--- config.mk ---
export PLATFORM = sky130hd
export DESIGN_NAME = rs_div_top
export DESIGN_NICKNAME = d
export VERILOG_FILES = /design/src/design/div_rs_pkg.sv /design/src/design/core_types_pkg.sv /design/src/design/rs_div_top.sv /design/src/design/rs_issue_select.sv /design/src/design/rs_entry.sv /design/src/design/rs_dispatch_alloc.sv
export SDC_FILE = /design/constraint.sdc
export NUM_CORES = 2
export LEC_CHECK = 0
export BUFFER_PORTS_ARGS = -buffer_cell sky130_fd_sc_hd__buf_2
export CAP_MARGIN = 10
export CORE_UTILIZATION = 31
export DETAILED_ROUTE_END_ITERATION = 10
export HOLD_SLACK_MARGIN = 0.1
export SLEW_MARGIN = 20
export SYNTH_ARGS = -nofsm -noshare
export SYNTH_HDL_FRONTEND = slang
export SYNTH_HIERARCHICAL = 1
export SYNTH_SLANG_ARGS = --single-unit
--- constraint.sdc ---
create_clock -name clk -period 8 [get_ports clk]
set_input_delay 0.4 -clock clk [delete_from_list [all_inputs] [get_ports clk]]
set_output_delay 0.4 -clock clk [all_outputs]
set_load 0.01 [all_outputs]
--- src/design/div_rs_pkg.sv ---
`default_nettype none

package div_rs_pkg;

  ////////////////////
  // Divide operations
  ////////////////////

  localparam int op_w = 4;

  // Low three bits follow funct3 of the M extension and bit 3 marks the W forms
  typedef enum logic [op_w-1:0] {
    op_div   = 4'b0100,
    op_divu  = 4'b0101,
    op_rem   = 4'b0110,
    op_remu  = 4'b0111,
    op_divw  = 4'b1100,
    op_divuw = 4'b1101,
    op_remw  = 4'b1110,
    op_remuw = 4'b1111
  } div_op_e;

  ////////////////////
  // Entry indexing
  ////////////////////

  // Bits needed to name one of n entries
  function automatic int entry_idx_w(input int n);
    return (n > 1) ? $clog2(n) : 1;
  endfunction

endpackage

`default_nettype wire

--- src/design/core_types_pkg.sv ---
`default_nettype none

package core_types_pkg;

  ////////////////////
  // Program counter
  ////////////////////

  localparam int pc_w = 32;

  typedef logic [pc_w-1:0] pc_t;  // Instruction address

  ////////////////////
  // Physical registers
  ////////////////////

  // Tag width sets the size of the physical register file
  localparam int tag_w = 8;

  typedef logic [tag_w-1:0] tag_t;  // Physical register tag

endpackage

`default_nettype wire
--- src/design/rs_div_top.sv ---
`timescale 1ns/10ps
`default_nettype none

module rs_div_top #(
  parameter int num_entries = 16,
  parameter int num_wake    = 7
) (
  input  logic                  clk,
  input  logic                  reset,
  input  logic                  flush,       // Exception or mret
  input  logic                  disp_valid,
  input  core_types_pkg::pc_t   disp_pc,
  input  core_types_pkg::tag_t  disp_rd,
  input  div_rs_pkg::div_op_e   disp_op,
  input  core_types_pkg::tag_t  disp_src1,
  input  core_types_pkg::tag_t  disp_src2,
  input  logic                  disp_rdy1,
  input  logic                  disp_rdy2,
  input  logic                  wake_valid [num_wake],
  input  core_types_pkg::tag_t  wake_tag   [num_wake],
  output logic                  rs_full,
  output logic                  issue_valid,
  output core_types_pkg::pc_t   issue_pc,
  output core_types_pkg::tag_t  issue_rd,
  output div_rs_pkg::div_op_e   issue_op,
  output core_types_pkg::tag_t  issue_src1,
  output core_types_pkg::tag_t  issue_src2
);

  import core_types_pkg::*;
  import div_rs_pkg::*;

  logic [num_entries-1:0] busy;
  logic [num_entries-1:0] ready;
  logic [num_entries-1:0] alloc_we;
  logic [num_entries-1:0] grant;
  logic                   alloc_rdy1;
  logic                   alloc_rdy2;

  // Stored fields of every entry
  pc_t     e_pc   [num_entries];
  tag_t    e_rd   [num_entries];
  div_op_e e_op   [num_entries];
  tag_t    e_src1 [num_entries];
  tag_t    e_src2 [num_entries];

  ////////////////////
  // Dispatch
  ////////////////////

  rs_dispatch_alloc #(
    .num_entries (num_entries),
    .num_wake    (num_wake)
  ) u_alloc (
    .disp_valid  (disp_valid),
    .disp_src1   (disp_src1),
    .disp_src2   (disp_src2),
    .disp_rdy1   (disp_rdy1),
    .disp_rdy2   (disp_rdy2),
    .busy        (busy),
    .wake_valid  (wake_valid),
    .wake_tag    (wake_tag),
    .alloc_we    (alloc_we),
    .alloc_rdy1  (alloc_rdy1),
    .alloc_rdy2  (alloc_rdy2),
    .rs_full     (rs_full)
  );

  ////////////////////
  // Entries
  ////////////////////

  for (genvar g = 0; g < num_entries; g++) begin : g_entry
    rs_entry #(
      .num_wake (num_wake)
    ) u_entry (
      .clk        (clk),
      .reset      (reset),
      .flush      (flush),
      .we         (alloc_we[g]),
      .grant      (grant[g]),
      .pc_in      (disp_pc),   // Only the selected entry writes
      .rd_in      (disp_rd),
      .op_in      (disp_op),
      .src1_in    (disp_src1),
      .src2_in    (disp_src2),
      .rdy1_in    (alloc_rdy1),
      .rdy2_in    (alloc_rdy2),
      .wake_valid (wake_valid),
      .wake_tag   (wake_tag),
      .busy       (busy[g]),
      .ready      (ready[g]),
      .pc         (e_pc[g]),
      .rd         (e_rd[g]),
      .op         (e_op[g]),
      .src1       (e_src1[g]),
      .src2       (e_src2[g])
    );
  end

  ////////////////////
  // Issue
  ////////////////////

  rs_issue_select #(
    .num_entries (num_entries)
  ) u_select (
    .clk         (clk),
    .reset       (reset),
    .flush       (flush),
    .ready       (ready),
    .entry_pc    (e_pc),
    .entry_rd    (e_rd),
    .entry_op    (e_op),
    .entry_src1  (e_src1),
    .entry_src2  (e_src2),
    .grant       (grant),
    .issue_valid (issue_valid),
    .issue_pc    (issue_pc),
    .issue_rd    (issue_rd),
    .issue_op    (issue_op),
    .issue_src1  (issue_src1),
    .issue_src2  (issue_src2)
  );

endmodule

`default_nettype wire

--- src/design/rs_issue_select.sv ---
`timescale 1ns/10ps
`default_nettype none

module rs_issue_select #(
  parameter int num_entries = 16
) (
  input  logic                    clk,
  input  logic                    reset,
  input  logic                    flush,
  input  logic [num_entries-1:0]  ready,
  input  core_types_pkg::pc_t     entry_pc   [num_entries],
  input  core_types_pkg::tag_t    entry_rd   [num_entries],
  input  div_rs_pkg::div_op_e     entry_op   [num_entries],
  input  core_types_pkg::tag_t    entry_src1 [num_entries],
  input  core_types_pkg::tag_t    entry_src2 [num_entries],
  output logic [num_entries-1:0]  grant,
  output logic                    issue_valid,
  output core_types_pkg::pc_t     issue_pc,
  output core_types_pkg::tag_t    issue_rd,
  output div_rs_pkg::div_op_e     issue_op,
  output core_types_pkg::tag_t    issue_src1,
  output core_types_pkg::tag_t    issue_src2
);

  import div_rs_pkg::*;

  localparam int idx_w = entry_idx_w(num_entries);

  logic [idx_w-1:0] sel_idx;
  logic             sel_found;

  ////////////////////
  // Ready priority
  ////////////////////

  // One pass from index 0 upward
  always_comb begin : ready_scan
    sel_idx   = '0;
    sel_found = 1'b0;
    for (int i = 0; i < num_entries; i++) begin
      if (ready[i] && !sel_found) begin
        sel_idx   = idx_w'(i);
        sel_found = 1'b1;
      end
    end
  end

  always_comb begin : grant_decode
    grant = '0;
    if (sel_found && !flush) begin
      grant[sel_idx] = 1'b1;  // Frees the entry at the issue edge
    end
  end

  ////////////////////
  // Issue registers
  ////////////////////

  always_ff @(posedge clk) begin
    if (reset || flush) begin
      issue_valid <= 1'b0;
    end else begin
      issue_valid <= sel_found;  // One-cycle pulse
    end
  end

  always_ff @(posedge clk) begin
    if (sel_found) begin
      issue_pc   <= entry_pc[sel_idx];
      issue_rd   <= entry_rd[sel_idx];
      issue_op   <= entry_op[sel_idx];
      issue_src1 <= entry_src1[sel_idx];
      issue_src2 <= entry_src2[sel_idx];
    end
  end

endmodule

`default_nettype wire

--- src/design/rs_entry.sv ---
`timescale 1ns/10ps
`default_nettype none

module rs_entry #(
  parameter int num_wake = 7
) (
  input  logic                    clk,
  input  logic                    reset,
  input  logic                    flush,
  input  logic                    we,
  input  logic                    grant,
  input  core_types_pkg::pc_t     pc_in,
  input  core_types_pkg::tag_t    rd_in,
  input  div_rs_pkg::div_op_e     op_in,
  input  core_types_pkg::tag_t    src1_in,
  input  core_types_pkg::tag_t    src2_in,
  input  logic                    rdy1_in,
  input  logic                    rdy2_in,
  input  logic                    wake_valid [num_wake],
  input  core_types_pkg::tag_t    wake_tag   [num_wake],
  output logic                    busy,
  output logic                    ready,
  output core_types_pkg::pc_t     pc,
  output core_types_pkg::tag_t    rd,
  output div_rs_pkg::div_op_e     op,
  output core_types_pkg::tag_t    src1,
  output core_types_pkg::tag_t    src2
);

  logic rdy1;
  logic rdy2;
  logic wake1;
  logic wake2;

  ////////////////////
  // Wakeup snoop
  ////////////////////

  always_comb begin : snoop
    wake1 = 1'b0;
    wake2 = 1'b0;
    for (int w = 0; w < num_wake; w++) begin
      if (wake_valid[w] && (wake_tag[w] == src1)) begin
        wake1 = 1'b1;
      end
      if (wake_valid[w] && (wake_tag[w] == src2)) begin
        wake2 = 1'b1;
      end
    end
  end

  ////////////////////
  // Entry state
  ////////////////////

  always_ff @(posedge clk) begin
    if (reset || flush) begin
      busy <= 1'b0;
      rdy1 <= 1'b0;
      rdy2 <= 1'b0;
    end else if (grant) begin  // Released as it issues
      busy <= 1'b0;
      rdy1 <= 1'b0;
      rdy2 <= 1'b0;
    end else if (we) begin
      busy <= 1'b1;
      rdy1 <= rdy1_in;  // Already resolved by the allocator
      rdy2 <= rdy2_in;
    end else if (busy) begin
      if (wake1) rdy1 <= 1'b1;
      if (wake2) rdy2 <= 1'b1;
    end
  end

  // Instruction fields
  always_ff @(posedge clk) begin
    if (we) begin
      pc   <= pc_in;
      rd   <= rd_in;
      op   <= op_in;
      src1 <= src1_in;
      src2 <= src2_in;
    end
  end

  assign ready = busy & rdy1 & rdy2;

endmodule

`default_nettype wire

--- src/design/rs_dispatch_alloc.sv ---
`timescale 1ns/10ps
`default_nettype none

module rs_dispatch_alloc #(
  parameter int num_entries = 16,
  parameter int num_wake    = 7
) (
  input  logic                     disp_valid,
  input  core_types_pkg::tag_t     disp_src1,
  input  core_types_pkg::tag_t     disp_src2,
  input  logic                     disp_rdy1,
  input  logic                     disp_rdy2,
  input  logic [num_entries-1:0]   busy,
  input  logic                     wake_valid [num_wake],
  input  core_types_pkg::tag_t     wake_tag   [num_wake],
  output logic [num_entries-1:0]   alloc_we,
  output logic                     alloc_rdy1,
  output logic                     alloc_rdy2,
  output logic                     rs_full
);

  import div_rs_pkg::*;

  localparam int idx_w = entry_idx_w(num_entries);

  logic [idx_w-1:0] free_idx;
  logic             free_found;
  logic             hit1;
  logic             hit2;

  ////////////////////
  // Free entry search
  ////////////////////

  always_comb begin : free_scan
    free_idx   = '0;
    free_found = 1'b0;
    for (int i = 0; i < num_entries; i++) begin
      if (!busy[i] && !free_found) begin  // Lowest index wins
        free_idx   = idx_w'(i);
        free_found = 1'b1;
      end
    end
  end

  always_comb begin : we_decode
    alloc_we = '0;
    if (disp_valid && free_found) begin
      alloc_we[free_idx] = 1'b1;
    end
  end

  assign rs_full = &busy;

  ////////////////////
  // Same-cycle wakeup
  ////////////////////

  // A result broadcast in the dispatch cycle would otherwise be missed
  always_comb begin : disp_wake
    hit1 = 1'b0;
    hit2 = 1'b0;
    for (int w = 0; w < num_wake; w++) begin
      if (wake_valid[w] && (wake_tag[w] == disp_src1)) begin
        hit1 = 1'b1;
      end
      if (wake_valid[w] && (wake_tag[w] == disp_src2)) begin
        hit2 = 1'b1;
      end
    end
  end

  assign alloc_rdy1 = disp_rdy1 | hit1;
  assign alloc_rdy2 = disp_rdy2 | hit2;

endmodule

`default_nettype wire

======== After elaboration in Yosys (flattened, before gate mapping) ========
Index checks and enable logic that the tools add are counted.
W data, S select, Z words.
storage, ports and cells
  flip-flop bits (word level) ............. 1069
  memory bits (writable) .................. 0
  word-level logic and storage cells ...... 1244
  bits in latches ......................... 0
  output and inout port bits .............. 62
  input bits .............................. 129
  memories kept ........................... 0
  memory bits (read-only) ................. 0
operators by class
  reduce and logical (&&, ||, !) cells .... 415
  equal/unequal tests ..................... 238
  add/sub/neg operators ................... 0
  magnitude comparators ................... 5
  shift operators ......................... 0
  divide/modulo/power cells ............... 0
  mux-type cells .......................... 417
  $mul .................................... 0
  bitwise logic cells ..................... 35
operator list
  kind                  count
  $eq A8 B8 Y1          238
  $mux W1               370
  $logic_and A1 B1 Y1   272
  $bmux W32 S4          1
  $mux W4               30
  $bmux W8 S4           3
  $reduce_bool A2 Y1    48
  $mux W32              2
  $reduce_and A2 Y1     32
  $mux W8               6
  $logic_not A1 Y1      45
  $and A1 B1 Y1         32
  $mux W16              2
  $reduce_or A2 Y1      16
  $bmux W4 S4           1
  $reduce_and A16 Y1    1
  $lt A4 B5 Y1 const B  2
  $demux W1 S4          2
  $ge A4 B1 Y1 const B  2
  $ge A5 B5 Y1 const B  1
  $not A4 Y5            1
  $or A1 B1 Y1          2
  $logic_or A1 B1 Y1    1

======== Logic depth before layout (Yosys ltp) ========
  word-level depth ........................ 54
  depth in mapped cells ................... 14

======== Hierarchy ========
The synthesis kept the hierarchy.
modules (own cells, without submodules)
  module             seq. area each (um^2)  area each (um^2)  cells each  times used
  rs_entry           1861.8                 3313.2            250         16
  rs_issue_select    1821.7                 9678.0            1053        1
  rs_dispatch_alloc  0.0                    1649.1            230         1

======== Worst setup path after synthesis ========
OpenSTA, ideal clock, no wires.
  path type ............................... flip-flop to flip-flop
  from .................................... register g_entry[1].u_entry.busy
  to ...................................... register g_entry[2].u_entry.rdy1
  library setup time ...................... 118 ps
  required time ........................... 7882 ps
  cell stages (with the launch flop) ...... 8
  arrival time ............................ 6626 ps
  clock period less this slack ............ 6745 ps
  setup slack ............................. 1255 ps
  cell sequence ........................... dfxtp_1 > nand4_2 > or4_4 > a21oi_2 > o21ai_2 > nor3_1 > o21ai_0 > o211a_1
on the way
  cells in the longest elaborated chain, start to end .. 52
  elaborated cells on any way between the ends .. 140
  classes of those cells .................. 4 x order compare; 67 x mux; 2 x bitwise; 67 x reduce/logical
RTL lines
  item                                                                       line                     RTL
  from (decl)                                                                rs_entry.sv:21           output logic busy,
  from (signal assigned)                                                     rs_entry.sv:58           busy <= 1'b0;
  from (signal assigned)                                                     rs_entry.sv:62           busy <= 1'b0;
  from (signal assigned)                                                     rs_entry.sv:66           busy <= 1'b1;
  $logic_not A1 Y1 (*)                                                       rs_dispatch_alloc.sv:39  if (!busy[i] && !free_found) begin
  $logic_and A1 B1 Y1 (*)                                                    rs_dispatch_alloc.sv:39
  $mux W1                                                                    rs_dispatch_alloc.sv:39
  $logic_not A1 Y1                                                           rs_dispatch_alloc.sv:39
  $logic_and A1 B1 Y1                                                        rs_dispatch_alloc.sv:39
  $mux W1                                                                    rs_dispatch_alloc.sv:39
  $logic_not A1 Y1                                                           rs_dispatch_alloc.sv:39
  $logic_and A1 B1 Y1                                                        rs_dispatch_alloc.sv:39
  [37 not listed]                                                            --
  $lt A4 B5 Y1 (implied by the code) / $ge A4 B1 Y1 (equally long branches)  rs_dispatch_alloc.sv:49  alloc_we[free_idx] = 1'b1;
  $logic_and A1 B1 Y1 (implied by the code)                                  rs_dispatch_alloc.sv:49
  $mux W1 (implied by the code)                                              rs_dispatch_alloc.sv:49
  $demux W1 S4                                                               --
  $mux W16 (*)                                                               rs_dispatch_alloc.sv:48  if (disp_valid && free_found) begin
  named net alloc_we[2]                                                      rs_div_top.sv:35         logic [num_entries-1:0] alloc_we;
  $reduce_bool A2 Y1 (no source line)                                        --
  $reduce_and A2 Y1 (no source line)                                         --
  to (signal assigned)                                                       rs_entry.sv:67           rdy1 <= rdy1_in;
  to (decl)                                                                  rs_entry.sv:30           logic rdy1;
The timed path passes the listed nets; every way through them passes the cells marked *.
A chain may end at the register's enable or synchronous reset.

======== Worst setup path in the final report ========
  from .................................... register g_entry[14].u_entry.busy
  to ...................................... register g_entry[11].u_entry.rdy2
on the way
  cells in the longest elaborated chain, start to end .. 13
  elaborated cells on any way between the ends .. 36
  classes of those cells .................. 4 x order compare; 15 x mux; 2 x bitwise; 15 x reduce/logical
RTL lines
  item                                                                       line                   RTL
  from (decl)                                                                rs_entry.sv:21
  from (signal assigned)                                                     rs_entry.sv:58
  from (signal assigned)                                                     rs_entry.sv:62
  from (signal assigned)                                                     rs_entry.sv:66
  $and A1 B1 Y1 (*) (2 in series)                                            rs_entry.sv:86         assign ready = busy & rdy1 & rdy2;
  named net ready[14]                                                        rs_div_top.sv:34       logic [num_entries-1:0] ready;
  $logic_and A1 B1 Y1 (*)                                                    rs_issue_select.sv:41  if (ready[i] && !sel_found) begin
  $mux W1                                                                    rs_issue_select.sv:41
  $logic_not A1 Y1                                                           rs_issue_select.sv:41
  $logic_and A1 B1 Y1                                                        rs_issue_select.sv:41
  $mux W4                                                                    rs_issue_select.sv:41
  $lt A4 B5 Y1 (implied by the code) / $ge A4 B1 Y1 (equally long branches)  rs_issue_select.sv:51  grant[sel_idx] = 1'b1;
  $logic_and A1 B1 Y1 (implied by the code)                                  rs_issue_select.sv:51
  $mux W1 (implied by the code)                                              rs_issue_select.sv:51
  $demux W1 S4                                                               --
  $mux W16 (*)                                                               rs_issue_select.sv:50  if (sel_found && !flush) begin
  named net grant[11]                                                        rs_div_top.sv:36       logic [num_entries-1:0] grant;
  $reduce_or A2 Y1 (no source line) (*)                                      --
  to (signal assigned)                                                       rs_entry.sv:68         rdy2 <= rdy2_in;
  to (decl)                                                                  rs_entry.sv:31         logic rdy2;
Marks and branches as above.

==> results.json <==
{
  "grt_max_degree": 123,
  "wire_per_inst_um": 31.5,
  "final-hold-violation-count": 0,
  "hold_class": "in -> reg",
  "grt_setup_unrepaired": "no",
  "cp-end-kind": "register",
  "drv_cap": 0,
  "synthXorXnorAreaFrac_pct": 26.1,
  "clock_sinks": 1069,
  "period_minus_slack_ns": 4.88,
  "place_congestion": 0.990,
  "drtIter0Drc": 7274,
  "drc": 0,
  "die_w_um": 458,
  "initial_core_util_pct": 31.3,
  "antenna_found_initial": 25,
  "fmax_mhz": 205,
  "cp-start-kind": "register",
  "rows": 166,
  "seqPwrFrac_pct": 49.2,
  "root_buffer": "clkbuf_16",
  "tritoncts": "done",
  "yosysWarnings": 6,
  "grt.total_usage_pct": 23.6,
  "r2r_end": "g_entry[11].u_entry/rdy2$_SDFFE_PP0P_",
  "cts_buffers": 106,
  "synth_compound_area_share_pct": 4.04,
  "switchingPower_mw": 3.25,
  "cts_buffer_depth": 3,
  "clock_latency_ns": 0.78,
  "r2r_start": "g_entry[14].u_entry/busy$_SDFFE_PP0P_",
  "htreeDepth": 3,
  "ys_seq_area_share_pct": 49.1,
  "final_cell_mix": "xor2_1, edfxtp_1, xnor2_1",
  "vias_per_cell": 5.91,
  "finalClockSkew_ns": 0.0674,
  "min_from": "disp_src2[7]",
  "utilization_pct": 34.7,
  "synthFlopType": "edfxtp_1",
  "peakVddDrop_mv": 0.167,
  "port_buffers": 190,
  "p_int_mw": 9.33,
  "wl_um": 257000,
  "sw_frac_of_total_pct": 25.8,
  "status": "complete, no violations",
  "drive_gt1_share_pct": 9.97,
  "final_nets": 5505,
  "crit_required_ns": 8.69,
  "synth_adder_area_share_pct": 0,
  "setup_viol_count_final": 0,
  "yosys.area_share.simple_pct": 9.62,
  "clkTransAtPathRegs_ns": 0.07,
  "reg2reg_depth": 11,
  "comb_power_share_pct": 10.1,
  "hpwl_um": 146000,
  "die-area_sq_mm": 0.209,
  "arrival_ns": 5.57,
  "slew_viol_final": 0,
  "ys_ff_latch": 1069,
  "die_h_um": 458,
  "synth_edf_count": 1020,
  "fin_tns_setup_ns": 0,
  "routed-via-count": 48200,
  "min_path_cells": 2,
  "yosysUniqueCellTypes": 55,
  "preCtsSetupSlack_ns": 3.35,
  "p_leak_nw": 26.8,
  "cts_setup_buffers": 0,
  "syn_inst": 5283,
  "firstDrtPassIters": 8,
  "synth_area_sq_mm": 0.0643,
  "overflow": 0,
  "power_density_mw_per_mm2": 177,
  "final_common_cell": "xor2_1",
  "syn_to_final_growth_pct": 10.8,
  "fillers": 20000,
  "synth_top_family_by_area": "XOR/XNOR gates",
  "avgSynthCellArea_sq_um": 12.2,
  "grt_pass1_vias": 45700,
  "r2r_slack_ns": 3.12,
  "postSynth.asyncResetShare_pct": 0,
  "worstPathMaxFanout": 122,
  "finalCritPeriodShare_pct": 61.0,
  "crit_type": "reg -> reg",
  "pin_count": 191,
  "muxShareOfSynthArea_pct": 7.13,
  "fin_ws_ns": 3.12,
  "clkPwrFrac_pct": 40.8,
  "relSlewSlack_pct": 19.5,
  "core_area_sq_mm": 0.205,
  "grt_pass1_wl_um": 355000,
  "hold_end": "g_entry[7].u_entry/src2[7]$_DFFE_PP_",
  "tightest_slew_ns": 1.21,
  "ant_nets": 0,
  "syn_nets": 5412
}
-- Yosys cell counts (37+ instances only) --
cell type	number	area [sq um]
xor2_1	1358	11900
edfxtp_1	1020	30600
xnor2_1	530	4640
mux2i_1	458	4580
nand4_1	275	1720
nor3_1	256	1280
o22ai_1	225	1410
nor4_1	209	1310
buf_2	188	941
buf_6	106	1190
nand2_1	98	368
nor2_1	65	244
or4_1	63	473
clkbuf_1	58	218
dfxtp_1	49	981
nand3_1	37	185
-- critical path, cell delays in order, from the launching register on --
cell and delay (ns):
dfxtp_1 0.59, and3_1 0.29, nor2b_1 0.16, o21a_1 0.24, o31ai_1 0.27, buf_4 0.22
and2_4 0.73, buf_12 0.60, nor3_1 0.11, nor3_1 0.75, o311ai_0 0.48, a21oi_1 0.23
-- kinds of logic after synthesis --
group                     Yosys count
AOI/OAI and AO/OA                 388
xor gates and xnor gates         1904
buffers and inverters             384
DFF                              1069
muxes                             458
and+or+nand+nor                  1080
-- power by group through the flow --
stage | registers, mW | clock network (mW) | logic [mW]
final | 6.19 | 5.13 | 1.27
after global routing | 6.18 | 5.40 | 1.28
after CTS | 6.18 | 5.19 | 1.19
after detailed placement | 6.31 | 0 | 1.17
after global placement | 6.30 | 0 | 1.13
after floorplan | 6.28 | 0 | 0.518
-- layer usage --
layer  vias up  GRT usage (%)  part of all wire [%]
met4        18           11.5                   5.8
li1      19600              -                     -
met3       943           6.82                    13
met2      3712           34.4                    42
met5         -              0                 0.047
met1     24000           31.9                    39
-- area by class of cell --
class	instances	area, sq um	area share (%)
diodes	10	25.0	0.0351
clock buffers	132	2760	3.87
clock inverters	66	736	1.03
inverters	4	15.0	0.0211
multi-input cells	3830	30300	42.6
flip-flops and latches	1069	31600	44.4
well taps	2688	3360	4.72
repair buffers	365	2420	3.40
-- worst max-delay path by stage --
stage / cells after the start / from / slack [ns] / to
floorplan: 7 / g_entry[1].u_entry/busy$_SDFFE_PP0P_ / 1.26 / g_entry[2].u_entry/rdy1$_SDFFE_PP0P_
global placement: 11 / g_entry[14].u_entry/busy$_SDFFE_PP0P_ / 3.38 / g_entry[11].u_entry/rdy2$_SDFFE_PP0P_
detailed placement: 9 / g_entry[2].u_entry/busy$_SDFFE_PP0P_ / 3.35 / u_select/issue_op[0]$_DFFE_PN_
CTS: 9 / g_entry[2].u_entry/busy$_SDFFE_PP0P_ / 3.37 / u_select/issue_pc[1]$_DFFE_PN_
global route: 11 / g_entry[14].u_entry/busy$_SDFFE_PP0P_ / 3.13 / g_entry[11].u_entry/rdy2$_SDFFE_PP0P_
finish: 11 / g_entry[14].u_entry/busy$_SDFFE_PP0P_ / 3.12 / g_entry[11].u_entry/rdy2$_SDFFE_PP0P_
-- flip-flops by register name (all words and copies together) (netlist names), 8 cells and up --
signal / count
g_entry.u_entry/busy: 16
u_select/issue_pc: 32
g_entry.u_entry/rdy1: 16
g_entry.u_entry/rd: 128
u_select/issue_src2: 8
g_entry.u_entry/src1: 128
u_select/issue_rd: 8
g_entry.u_entry/op: 64
g_entry.u_entry/src2: 128
g_entry.u_entry/pc: 512
u_select/issue_src1: 8
g_entry.u_entry/rdy2: 16
-- stage by stage --
| step | total power, mW | instance area (sq um) | hold slack, ns | std cells |
|---|---|---|---|---|
| after global routing | 12.9 | 71200 | 0.203 | 8159 |
| after global placement | 7.43 | 67300 | 0.588 | 7910 |
| after detailed placement | 7.47 | 67300 | 0.597 | 7912 |
| final | 12.6 | 71300 | 0.233 | 8164 |
| after CTS | 12.6 | 71200 | 0.143 | 8154 |
| after floorplan | 6.80 | 64300 | 0.472 | 5283 |
-- what timing repair did --
action,CTS,global route
resized for setup,0,0
hold buffers,44,0
hold endpoints to repair,704,0
Power figures use the tool's default switching activity.
